## src/hw/raster_pkg.sv

```systemverilog
`default_nettype none

package raster_pkg;

  // pixel coordinates, enough for a 1024 x 1024 framebuffer
  localparam int COORD_W = 10;

  // depth is 0.16 fixed point
  localparam int DEPTH_W = 16;

  localparam int EDGE_W = 22;  // product of two coordinate differences, plus sign
  localparam int INV_FRAC = 30;  // fractional bits of the inverse area
  localparam int INV_W = 32;
  localparam int WSUM_W = 40;  // weight * depth summed over three vertices

  // one quotient bit per iteration, bits 30 down to 0
  localparam int DIV_CYCLES = 31;

  // dividend of the reciprocal, 1.0 in the inverse area's format
  localparam logic [DIV_CYCLES-1:0] DIV_NUMER = DIV_CYCLES'(1) << INV_FRAC;

  typedef logic [COORD_W-1:0] coord_t;
  typedef logic [DEPTH_W-1:0] depth_t;
  typedef logic signed [EDGE_W-1:0] edge_t;  // edge functions, steps and doubled area
  typedef logic [INV_W-1:0] inv_t;  // floor(2^30 / area2)
  typedef logic signed [WSUM_W-1:0] wsum_t;

endpackage

`default_nettype wire

```

## src/hw/pixel_walker.sv

```systemverilog
`timescale 1ns/1ps
`default_nettype none

module pixel_walker (
  input wire clk_in,
  input wire rst_in,
  input wire setup_valid,
  output logic setup_taken,
  input wire raster_pkg::coord_t h_min,
  input wire raster_pkg::coord_t h_max,
  input wire raster_pkg::coord_t v_min,
  input wire raster_pkg::coord_t v_max,
  input wire raster_pkg::edge_t e0,
  input wire raster_pkg::edge_t e1,
  input wire raster_pkg::edge_t e2,
  input wire raster_pkg::edge_t dx0,
  input wire raster_pkg::edge_t dx1,
  input wire raster_pkg::edge_t dx2,
  input wire raster_pkg::edge_t dy0,
  input wire raster_pkg::edge_t dy1,
  input wire raster_pkg::edge_t dy2,
  input wire raster_pkg::depth_t z0,
  input wire raster_pkg::depth_t z1,
  input wire raster_pkg::depth_t z2,
  input wire raster_pkg::inv_t inv_area,
  output logic pix_valid,
  input wire pix_ready,
  output raster_pkg::coord_t pix_h,
  output raster_pkg::coord_t pix_v,
  output raster_pkg::edge_t pix_w0,
  output raster_pkg::edge_t pix_w1,
  output raster_pkg::edge_t pix_w2,
  output raster_pkg::depth_t pix_z0,
  output raster_pkg::depth_t pix_z1,
  output raster_pkg::depth_t pix_z2,
  output raster_pkg::inv_t pix_inv
);
  import raster_pkg::*;

  logic active;
  logic load;
  logic advance;
  logic covered;
  logic row_end;
  logic box_end;
  coord_t h, v;
  edge_t acc0, acc1, acc2;  // edge values at (h, v)
  edge_t row0, row1, row2;  // edge values at the start of the current row

  assign load = setup_valid && !active;
  assign advance = active && pix_ready;  // hold the current pixel under back-pressure
  assign covered = (acc0 >= 0) && (acc1 >= 0) && (acc2 >= 0);
  assign row_end = h == h_max;
  assign box_end = row_end && (v == v_max);

  assign pix_valid = active && covered;
  assign setup_taken = advance && box_end;  // last box pixel leaves this cycle

  always_ff @(posedge clk_in) begin
    if (rst_in) begin
      active <= 1'b0;
    end else if (load) begin
      active <= 1'b1;
    end else if (setup_taken) begin
      active <= 1'b0;
    end
  end

  always_ff @(posedge clk_in) begin
    if (load) begin
      h <= h_min;
      v <= v_min;
      acc0 <= e0;
      acc1 <= e1;
      acc2 <= e2;
      row0 <= e0;
      row1 <= e1;
      row2 <= e2;
    end else if (advance) begin
      if (row_end) begin
        // next row starts one row step below the previous row start
        h <= h_min;
        v <= v + 1'b1;
        row0 <= row0 + dy0;
        row1 <= row1 + dy1;
        row2 <= row2 + dy2;
        acc0 <= row0 + dy0;
        acc1 <= row1 + dy1;
        acc2 <= row2 + dy2;
      end else begin
        h <= h + 1'b1;
        acc0 <= acc0 + dx0;
        acc1 <= acc1 + dx1;
        acc2 <= acc2 + dx2;
      end
    end
  end

  assign pix_h = h;
  assign pix_v = v;
  assign pix_w0 = acc0;
  assign pix_w1 = acc1;
  assign pix_w2 = acc2;
  assign pix_z0 = z0;  // setup holds these until the box is done
  assign pix_z1 = z1;
  assign pix_z2 = z2;
  assign pix_inv = inv_area;

endmodule

`default_nettype wire

```

## config.mk

```make
export PLATFORM = sky130hd
export DESIGN_NAME = pixel_walker
export DESIGN_NICKNAME = d
export VERILOG_FILES = /design/src/hw/raster_pkg.sv /design/src/hw/pixel_walker.sv
export SDC_FILE = /design/constraint.sdc
export NUM_CORES = 1
export LEC_CHECK = 0
export BUFFER_PORTS_ARGS = -buffer_cell sky130_fd_sc_hd__clkbuf_2
export CAP_MARGIN = 20
export CORE_MARGIN = 10
export CORE_UTILIZATION = 30
export CTS_CLUSTER_DIAMETER = 200
export DETAILED_ROUTE_END_ITERATION = 12
export SKIP_LAST_GASP = 1
export SLEW_MARGIN = 0
export SYNTH_ARGS = -nofsm -noshare
export SYNTH_HDL_FRONTEND = slang
export SYNTH_SLANG_ARGS = --single-unit
```

## constraint.sdc

```tcl
create_clock -name clk_in -period 7.19 [get_ports clk_in]
set_input_delay 0.719 -clock clk_in [delete_from_list [all_inputs] [get_ports clk_in]]
set_output_delay 0.719 -clock clk_in [all_outputs]
set_load 0.01 [all_outputs]
```

### Yosys cells after proc, flatten, opt, wreduce, memory -nomap -nowiden

Cells that the tools add are included.

| storage, ports and cells | value |
|---|---|
| register bits after elaboration | 153 |
| input bits | 322 |
| output and inout bits | 168 |

| operators by class | value |
|---|---|
| $add $sub $neg | 8 |
| $lt $le $gt $ge | 3 |
| equality and inequality tests | 2 |
| mux-type cells | 26 |
| reduce and logical (&&, ||, !) cells | 12 |

Operator list:

| operator | number |
|---|---|
| $mux 22 | 18 |
| $add 22x22->22 | 6 |
| $ge 22x1->1 const B | 3 |
| $mux 10 | 6 |
| $add 10x1->10 const B | 2 |
| $eq 10x10->1 | 2 |
| $logic_and 1x1->1 | 7 |
| $reduce_bool 2->1 | 3 |
| $mux 1 | 2 |
| $reduce_and 2->1 | 1 |
| $logic_not 1->1 | 1 |

### Depth between registers and ports, before layout

Gate-level depths: netlist of run 1.

| depth | value |
|---|---|
| depth in word-level cells | 5 |
| gate-level depth with buffers | 11 |

### Least setup slack after synthesis of run 1

OpenSTA, ideal clock, no wires.

| timing | value |
|---|---|
| kind | in2reg |
| from | input h_max[5] |
| to | register v[0], in the netlist pix_v[0], enable pin |
| data arrival time | 5.408 ns |
| setup slack | 1.262 ns |
| cell stages on the path | 6 |
| path through | xor2_1 nor4_1 nand4_1 clkbuf_1 clkbuf_1 o21ai_1 |

| between the ends | value |
|---|---|
| longest elaborated chain between the ends | 3 |

RTL lines:

| item | RTL line | source |
|---|---|---|
| from (decl) | pixel_walker.sv:10 | `input wire raster_pkg::coord_t h_max,` |
| $eq 10x10->1 | pixel_walker.sv:53 | `assign row_end = h == h_max;` |
| $reduce_bool 2->1 (no line) | -- |  |
| $reduce_and 2->1 (no line) | -- |  |
| to (signal assigned) | pixel_walker.sv:72 | `v <= v_min;` |
| to (signal assigned) | pixel_walker.sv:83 | `v <= v + 1'b1;` |
| to (decl) | pixel_walker.sv:46 | `coord_t h, v;` |

No other way between the ends.
A chain may end at the register's enable or synchronous reset.

### Final worst setup path of run 1

| timing | value |
|---|---|
| from | register acc2[0], in the netlist pix_w2[0] |
| to | register acc2[18], in the netlist pix_w2[18], data pin |

| between the ends | value |
|---|---|
| longest elaborated chain between the ends | 4 |

RTL lines:

| item | RTL line | source |
|---|---|---|
| from (decl) | pixel_walker.sv:47 | `edge_t acc0, acc1, acc2;` |
| from (signal assigned) | pixel_walker.sv:89 | `acc2 <= row2 + dy2;` |
| from (signal assigned) | pixel_walker.sv:94 | `acc2 <= acc2 + dx2;` |
| $add 22x22->22 | pixel_walker.sv:94 |  |
| $mux 22 | pixel_walker.sv:80 | `if (row_end) begin` |
| $mux 22 | pixel_walker.sv:79 | `end else if (advance) begin` |
| $mux 22 | pixel_walker.sv:70 | `if (load) begin` |

No other way between the ends. The select of a mux whose other input is x is not followed.

==> impl_metrics.yaml, run 1 <==
worst_setup_path:
  end_kind: "register"
  r2r_cell_count: 11
  timing_worst_setup_path_type: "register to register"
  timing.critical_path.fanout_max: 4
  worstPathCellList: "ha_1, fa_1, a21o_1, a21oi_1, o21ai_1, a41oi_1, o21ai_1, a21o_1, a21oi_1, xor2_1, o221ai_1"
  setup.reg_to_reg.worst_slack_ps: 3740
  path_delay_family: "compound AO/OA/AOI/OAI gates"
  setup.worst_path.start: "pix_w2[0]"
  worstPathBufferInverterCount: 0
  worst_r2r_startpoint: "pix_w2[0]"
  crit_path_max_incr_delay_ps: 470
  slowest_stage: "sky130_fd_sc_hd__a41oi_1"
  worst_ep_required_time_ps: 7400
  worst_setup_start_kind: "register"
  worst_ep_arrival_time_ps: 3660
  r2r_end: "pix_w2[18]"
timing:
  timing.final.setup_violations: 0
  hold_viol_final: 0
  finalClockSkew_ps: 16.2
  worst-slew-pin-transition_ps: 1110
  timing.slew.headroom: 0.262
  layout_worst_path_cycle_share: 0.480
  period_minus_slack_ps: 3450
  max_slew_violation_total_from_the_final_report: 0
  timing.setup.tns_ps: 0
  fmax_mhz: 290
  grt_setup_unrepaired: "false"
clock_network:
  cts.htree.levels: 4
  cts_setup_buffers: 0
  cts_hold_buf: 0
  ctsLongestPathBuffers: 2
  clock_tree.root_cell: "sky130_fd_sc_hd__clkbuf_16"
  cts.reportedPaths.clkPinSlew_ps: 70
  tritoncts: "done"
  numClockSinks: 153
  cts_resized: 0
  clock_latency_on_the_worst_skew_pair_ps: 490
  tritoncts.num_buffers: 17
logic_synthesis:
  yosys-top-cells-area: "sky130_fd_sc_hd__edfxtp_1 34%, sky130_fd_sc_hd__ha_1 12%, sky130_fd_sc_hd__nand2_1 6.6%"
  yosys_warnings: 0
  seq_area_frac_synth: 0.345
  synth_edf_count: 152
  synth.cell_area_um2: 13300
  mappedNetlistNets: 1934
  synthesis.area_per_instance_um2: 8.99
  count_of_distinct_cell_types_in_the_synthesized_netlist: 69
  synth_area_leader_cell: "sky130_fd_sc_hd__edfxtp_1"
  postSynthRegisterBits: 153
  synthCells: 1478
  postSynth.asyncResetShare: 0
  yosys-top-cells-count: "233 x sky130_fd_sc_hd__nand2_1, 152 x sky130_fd_sc_hd__edfxtp_1, 128 x sky130_fd_sc_hd__ha_1"
  post-synth-top-area-fraction: 0.344
  synth_ff_type: "sky130_fd_sc_hd__edfxtp_1"
  synth.most_common_cell: "sky130_fd_sc_hd__nand2_1"
placed_design:
  gp_routability_congestion: 0.908
  io_buffers: 329
  dp.final_hpwl_mm: 35.9
pwr:
  total_power_w: 0.00414
  power_per_cell_area_nw_per_um2: 266
  power.sequential.fraction: 0.324
  power.static_leakage_nw: 6.88
  internal_power_w: 0.00253
  power.clock.fraction: 0.214
  comb_power_share: 0.462
  swShare: 0.389
  max_ir_drop_vdd_v: 0.000143
  power.switching_w: 0.00161
finish:
  design.final.nets: 2169
  fill_cells: 4548
  seqCellArea_um2: 4580
  areaGrowthSynthToFinish_pct: 17.2
  multi_input_comb_area_um2: 7880
  drive_gt1_frac: 0.228
min_path:
  min_path_cells: 2
  hold_path.startpoint: "rst_in"
  hold_end: "active"
  worst_hold_path_type: "primary input to register"
drt:
  num_vias: 11900
  antenna_violating_nets_post_route: 0
  aggregate_routed_wire_length_mm: 46.0
  first_iter_violations: 655
  vias_per_cell: 5.12
  route.detailed.drc: 0
  drt_pass_1_iters: 5
  routed_wire_length_per_instance_um: 19.9
status:
  outcome: "finished clean"
global_route:
  grt_antenna_before_repair: 4
  grt_start_max_net_pins: 74
  first_global_vias: 12300
  globalRouteOverflowTotal: 0
  grt_util_all_layers: 0.170
  grt_first_pass_wirelength_mm: 70.4
floorplanning:
  initial_utilization: 0.302
  full_die_area_um2: 53100
  num_rows: 77
  placeableCoreArea_um2: 44000
  fp.dieW_um: 230
  die_height_um: 230
  pin_count: 490
run:
  maxCapViolCount: 0
-- routing by layer --
layer / up-vias / GRT usage / wire [µm]
met5: - / 0 / 12
met4: 2 / 0.0473 / 790
met3: 79 / 0.0613 / 3520
met2: 423 / 0.280 / 21800
met1: 5600 / 0.204 / 19900
li1: 5780 / - / -
-- worst max-delay path by stage --
stage / end / depth (start not counted) / slack, ps
after floorplan: pix_v[0] / 6 / 1260
after global placement: pix_w2[18] / 12 / 3380
after detailed placement: pix_w2[18] / 12 / 3370
after CTS: pix_w2[18] / 11 / 3740
after global routing: pix_w2[18] / 11 / 3450
final: pix_w2[18] / 11 / 3740
-- cells in the final DEF, fill, tap and decap left out, types with 4 or more instances in the layout --
cell type,synthesis,layout
sky130_fd_sc_hd__ha_1,128,128
sky130_fd_sc_hd__buf_4,80,7
sky130_fd_sc_hd__nor2b_1,13,12
sky130_fd_sc_hd__nor3_1,21,21
sky130_fd_sc_hd__a211oi_1,14,14
sky130_fd_sc_hd__mux2_2,9,9
sky130_fd_sc_hd__nor2_1,110,109
sky130_fd_sc_hd__clkinvlp_4,0,6
sky130_fd_sc_hd__o21ai_0,53,53
sky130_fd_sc_hd__o21bai_1,21,21
sky130_fd_sc_hd__or2_2,4,4
sky130_fd_sc_hd__fa_1,6,6
sky130_fd_sc_hd__edfxtp_1,152,152
sky130_fd_sc_hd__a21o_1,36,36
sky130_fd_sc_hd__nand3_1,24,24
sky130_fd_sc_hd__clkbuf_2,0,329
sky130_fd_sc_hd__o211ai_1,18,18
sky130_fd_sc_hd__o221ai_1,7,7
sky130_fd_sc_hd__nand2_1,233,232
sky130_fd_sc_hd__o21a_1,13,13
sky130_fd_sc_hd__clkbuf_16,0,17
sky130_fd_sc_hd__and4_1,4,4
sky130_fd_sc_hd__a41oi_1,5,5
sky130_fd_sc_hd__xor2_1,61,61
sky130_fd_sc_hd__xnor2_1,92,92
sky130_fd_sc_hd__a21oi_1,120,120
sky130_fd_sc_hd__and3_1,12,12
sky130_fd_sc_hd__or3_1,12,12
sky130_fd_sc_hd__mux2i_1,13,13
sky130_fd_sc_hd__a31oi_1,27,27
sky130_fd_sc_hd__a31o_1,4,4
sky130_fd_sc_hd__o22ai_1,5,5
sky130_fd_sc_hd__nand2b_1,14,13
sky130_fd_sc_hd__o21ai_1,48,47
sky130_fd_sc_hd__inv_1,24,24
sky130_fd_sc_hd__nand4_1,8,8
-- state kept, by name, summed over array words and instances, names as in the netlist --
name and cells:
pix_h 10, row0 22, pix_w0 22, pix_w1 22, pix_v 10, row1 22, row2 22, active 1
pix_w2 22
-- final cells by class --
class | count | share of cell area
Tap cell | 592 | 0.0476
Clock buffer | 19 | 0.0278
Antenna cell | 1 | 0.000161
Clock inverter | 13 | 0.00683
Multi-Input combinational cell | 1178 | 0.506
Inverter | 26 | 0.00627
Timing Repair Buffer | 337 | 0.110
Sequential cell | 153 | 0.295
-- through the flow --
stage	util	instance area, µm²	worst slack, ps	hold slack [ps]	std cells
global placement	0.341	15000	3380	646	2286
finish	0.353	15600	3740	384	2319
CTS	0.353	15600	3740	335	2318
floorplan	-	13300	1260	474	1478
detailed placement	0.341	15000	3370	647	2286
global route	0.353	15600	3450	365	2318
-- kinds of logic (layout without fill, tap and decap cells) --
kind of cell	count (synthesis)	after routing	share of synthesized area
AO/OA/AOI/OAI	404	404	0.191
XOR/XNOR	153	153	0.101
adder cells (fa/ha/maj)	134	134	0.130
buffers and inverters	147	395	0.0642
flip-flops	153	153	0.345
multiplexers	22	22	0.0174
other	0	1	0
AND/OR/NAND/NOR	465	465	0.151
-- power groups by stage --
stage / registers, W / clock network (W) / logic [W]
2_1_floorplan: 0.00137 / 0 / 0.00138
3_3_place_gp: 0.00136 / 0 / 0.00187
3_5_place_dp: 0.00136 / 0 / 0.00190
4_1_cts: 0.00135 / 0.000919 / 0.00191
5_1_grt: 0.00136 / 0.000945 / 0.00215
6_report: 0.00134 / 0.000887 / 0.00191
Note: power is estimated with default switching activity, not from simulation.
==> run 2: changes to the inputs <==
Clock period 7.19 ns to 2.9 ns, I/O delays scaled along.
==> run 2 against run 1 <==
Compared with the run above:
- the run now ends with setup timing left
- sequential power rose by 150%
- critical path depth fell by 2
- non-clock buffer count rose by 116
- register-to-register slack got worse by 3800 ps
- setup slack got worse by 3800 ps
- critical endpoint is now pix_w1[21]
==> impl_metrics.yaml, run 2 (same netlist as run 1, synthesis figures left out) <==
clock_network:
  ctsLongestPathBuffers: 2
  tritoncts.num_buffers: 17
  clock_tree.root_cell: "sky130_fd_sc_hd__clkbuf_16"
  numClockSinks: 153
  cts.htree.levels: 4
  clock_latency_on_the_worst_skew_pair_ps: 490
  tritoncts: "done"
  cts.reportedPaths.clkPinSlew_ps: 70
worst_setup_path:
  worstPathBufferInverterCount: 0
  worst_setup_start_kind: "register"
  path_delay_family: "compound AO/OA/AOI/OAI gates"
  setup.reg_to_reg.worst_slack_ps: -10
  crit_path_max_incr_delay_ps: 400
  setup.worst_path.start: "row1[5]"
  worstPathCellList: "ha_1, a211o_1, o311a_1, o211ai_1, o211ai_1, a31o_1, a21oi_2, xnor2_1, a221o_1"
  worst_ep_required_time_ps: 3130
  slowest_stage: "sky130_fd_sc_hd__edfxtp_1"
  end_kind: "register"
  worst_r2r_startpoint: "row1[5]"
  crit_top_cell: "sky130_fd_sc_hd__o211ai_1"
  r2r_cell_count: 9
  timing.critical_path.depth: 9
  worst_ep_arrival_time_ps: 3150
  timing.critical_path.fanout_max: 3
  r2r_end: "pix_w1[21]"
  timing_worst_setup_path_type: "register to register"
global_route:
  grt_antenna_before_repair: 3
  grt_util_all_layers: 0.175
  first_global_vias: 12600
  grt_start_max_net_pins: 113
  grt_use_met2: 0.286
  globalRouteOverflowTotal: 0
  grt-busiest-layer: "met2"
  gr-usage-met1: 0.208
  grt_first_pass_wirelength_mm: 72.2
  globalRouteMet3Util: 0.0605
timing:
  timing.final.setup_violations: 1
  timing.slew.headroom: 0.575
  hold_viol_final: 0
  fin_ws_ps: -13.9
  fmax_mhz: 343
  finalClockSkew_ps: 11.3
  worst-slew-pin-transition_ps: 638
  layout_worst_path_cycle_share: 1.00
  max_slew_violation_total_from_the_final_report: 0
  grt_setup_unrepaired: "true"
  period_minus_slack_ps: 2910
floorplanning:
  full_die_area_um2: 53100
  fp.dieW_um: 230
  num_rows: 77
  die_height_um: 230
  pin_count: 490
  placeableCoreArea_um2: 44000
  initial_utilization: 0.302
drt:
  vias_per_cell: 5.05
  routed_wire_length_per_instance_um: 19.7
  drt_pass_1_iters: 5
  antenna_violating_nets_post_route: 0
  first_iter_violations: 735
  aggregate_routed_wire_length_mm: 48.0
  num_vias: 12300
  route.detailed.drc: 0
placed_design:
  dp.final_hpwl_mm: 36.4
  io_buffers: 329
  gp_routability_congestion: 0.923
  dp.cells: 2376
pwr:
  power_per_cell_area_nw_per_um2: 665
  power.static_leakage_nw: 7.62
  max_ir_drop_vdd_v: 0.000391
min_path:
  hold_end: "pix_v[1]"
  hold_path.startpoint: "v_min[1]"
  min_path_cells: 3
  worst_hold_path_type: "primary input to register"
status:
  outcome: "finished with violations"
  violations_in_the_final_reports: "setup timing"
finish:
  areaGrowthSynthToFinish_pct: 28.9
  final_util: 0.389
  drive_gt1_frac: 0.314
  final_cells: 2435
  design.final.nets: 2285
  layout_common_cells: "329 x sky130_fd_sc_hd__clkbuf_2, 231 x sky130_fd_sc_hd__nand2_1, 152 x sky130_fd_sc_hd__edfxtp_1, 114 x sky130_fd_sc_hd__ha_1, 113 x sky130_fd_sc_hd__buf_4"
  commonest_non_fill_non_tap_cell_in_the_layout: "sky130_fd_sc_hd__clkbuf_2"
run:
  maxCapViolCount: 0
## run 2: changes by cell type in the layout (fill, tap and decap cells not counted), sizes merged
| cell | previous run | this run |
|---|---|---|
| clkinv | 6 | 2 |
| buf | 8 | 122 |
| bufinv | 1 | 6 |
| dlygate4sd3 | 0 | 1 |
| clkinvlp | 6 | 1 |
| clkbuf | 348 | 353 |
## run 2: area by class of cell
type	count	area [µm²]
diodes	1	2.50
clock buffers	23	458
clock inverters	9	198
fillers	4487	26900
inverters	26	97.6
multi-input cells	1178	8330
flip-flops and latches	153	4580
well taps	592	741
repair buffers	453	2710
## run 2: worst reg2reg max path: cells and delay by family (launching register included)
kind / cells / cell delay [ps]
DFF: 1 / 400
xor gates and xnor gates: 1 / 90
AOI/OAI and AO/OA: 7 / 1950
adders and majority gates: 1 / 220
## run 2: worst max path at each step
stage / endpoint / slack [ps]
2_1_floorplan: pix_v[0] / -430
6_report: pix_w1[21] / -10
3_3_place_gp: pix_w2[18] / -190
4_1_cts: setup_taken / -30
5_1_grt: pix_w1[21] / -90
3_5_place_dp: pix_w1[21] / -220
## run 2: metrics by stage
step	hold slack, ps	power [W]	setup slack, ps	area [µm²]	TNS, ps
CTS	24.2	0.0112	-29.1	16600	-29.1
floorplan	359	0.00683	-428	13300	-32500
detailed placement	459	0.00840	-223	15800	-1360
global placement	453	0.00832	-192	15800	-1010
finish	69.4	0.0114	-13.9	17100	-13.9
global route	65.6	0.0122	-92.5	17100	-276
## run 2: repair_timing
action | CTS | global route
hold buffers | 1 | 0
setup endpoints to repair | 13 | 30
pin swaps | 15 | 65
resized for setup | 19 | 64
hold endpoints to repair | 1 | 0
buffers inserted | 8 | 17
cloned | 0 | 1
## run 2: routing by layer
metal | vias to the layer above | part of all wire | wire length (µm)
li1 | 6012 | - | -
met1 | 5769 | 0.42 | 20200
met2 | 416 | 0.48 | 22800
met3 | 88 | 0.076 | 3670
met4 | 4 | 0.027 | 1310
met5 | - | 0.00062 | 30
## run 2: where the power goes
group | total, W | switching [W] | internal, W
Clock | 0.00266 | 0.00102 | 0.00163
Sequential | 0.00330 | 0.000258 | 0.00305
Combinational | 0.00542 | 0.00290 | 0.00252
Total | 0.0114 | 0.00419 | 0.00720
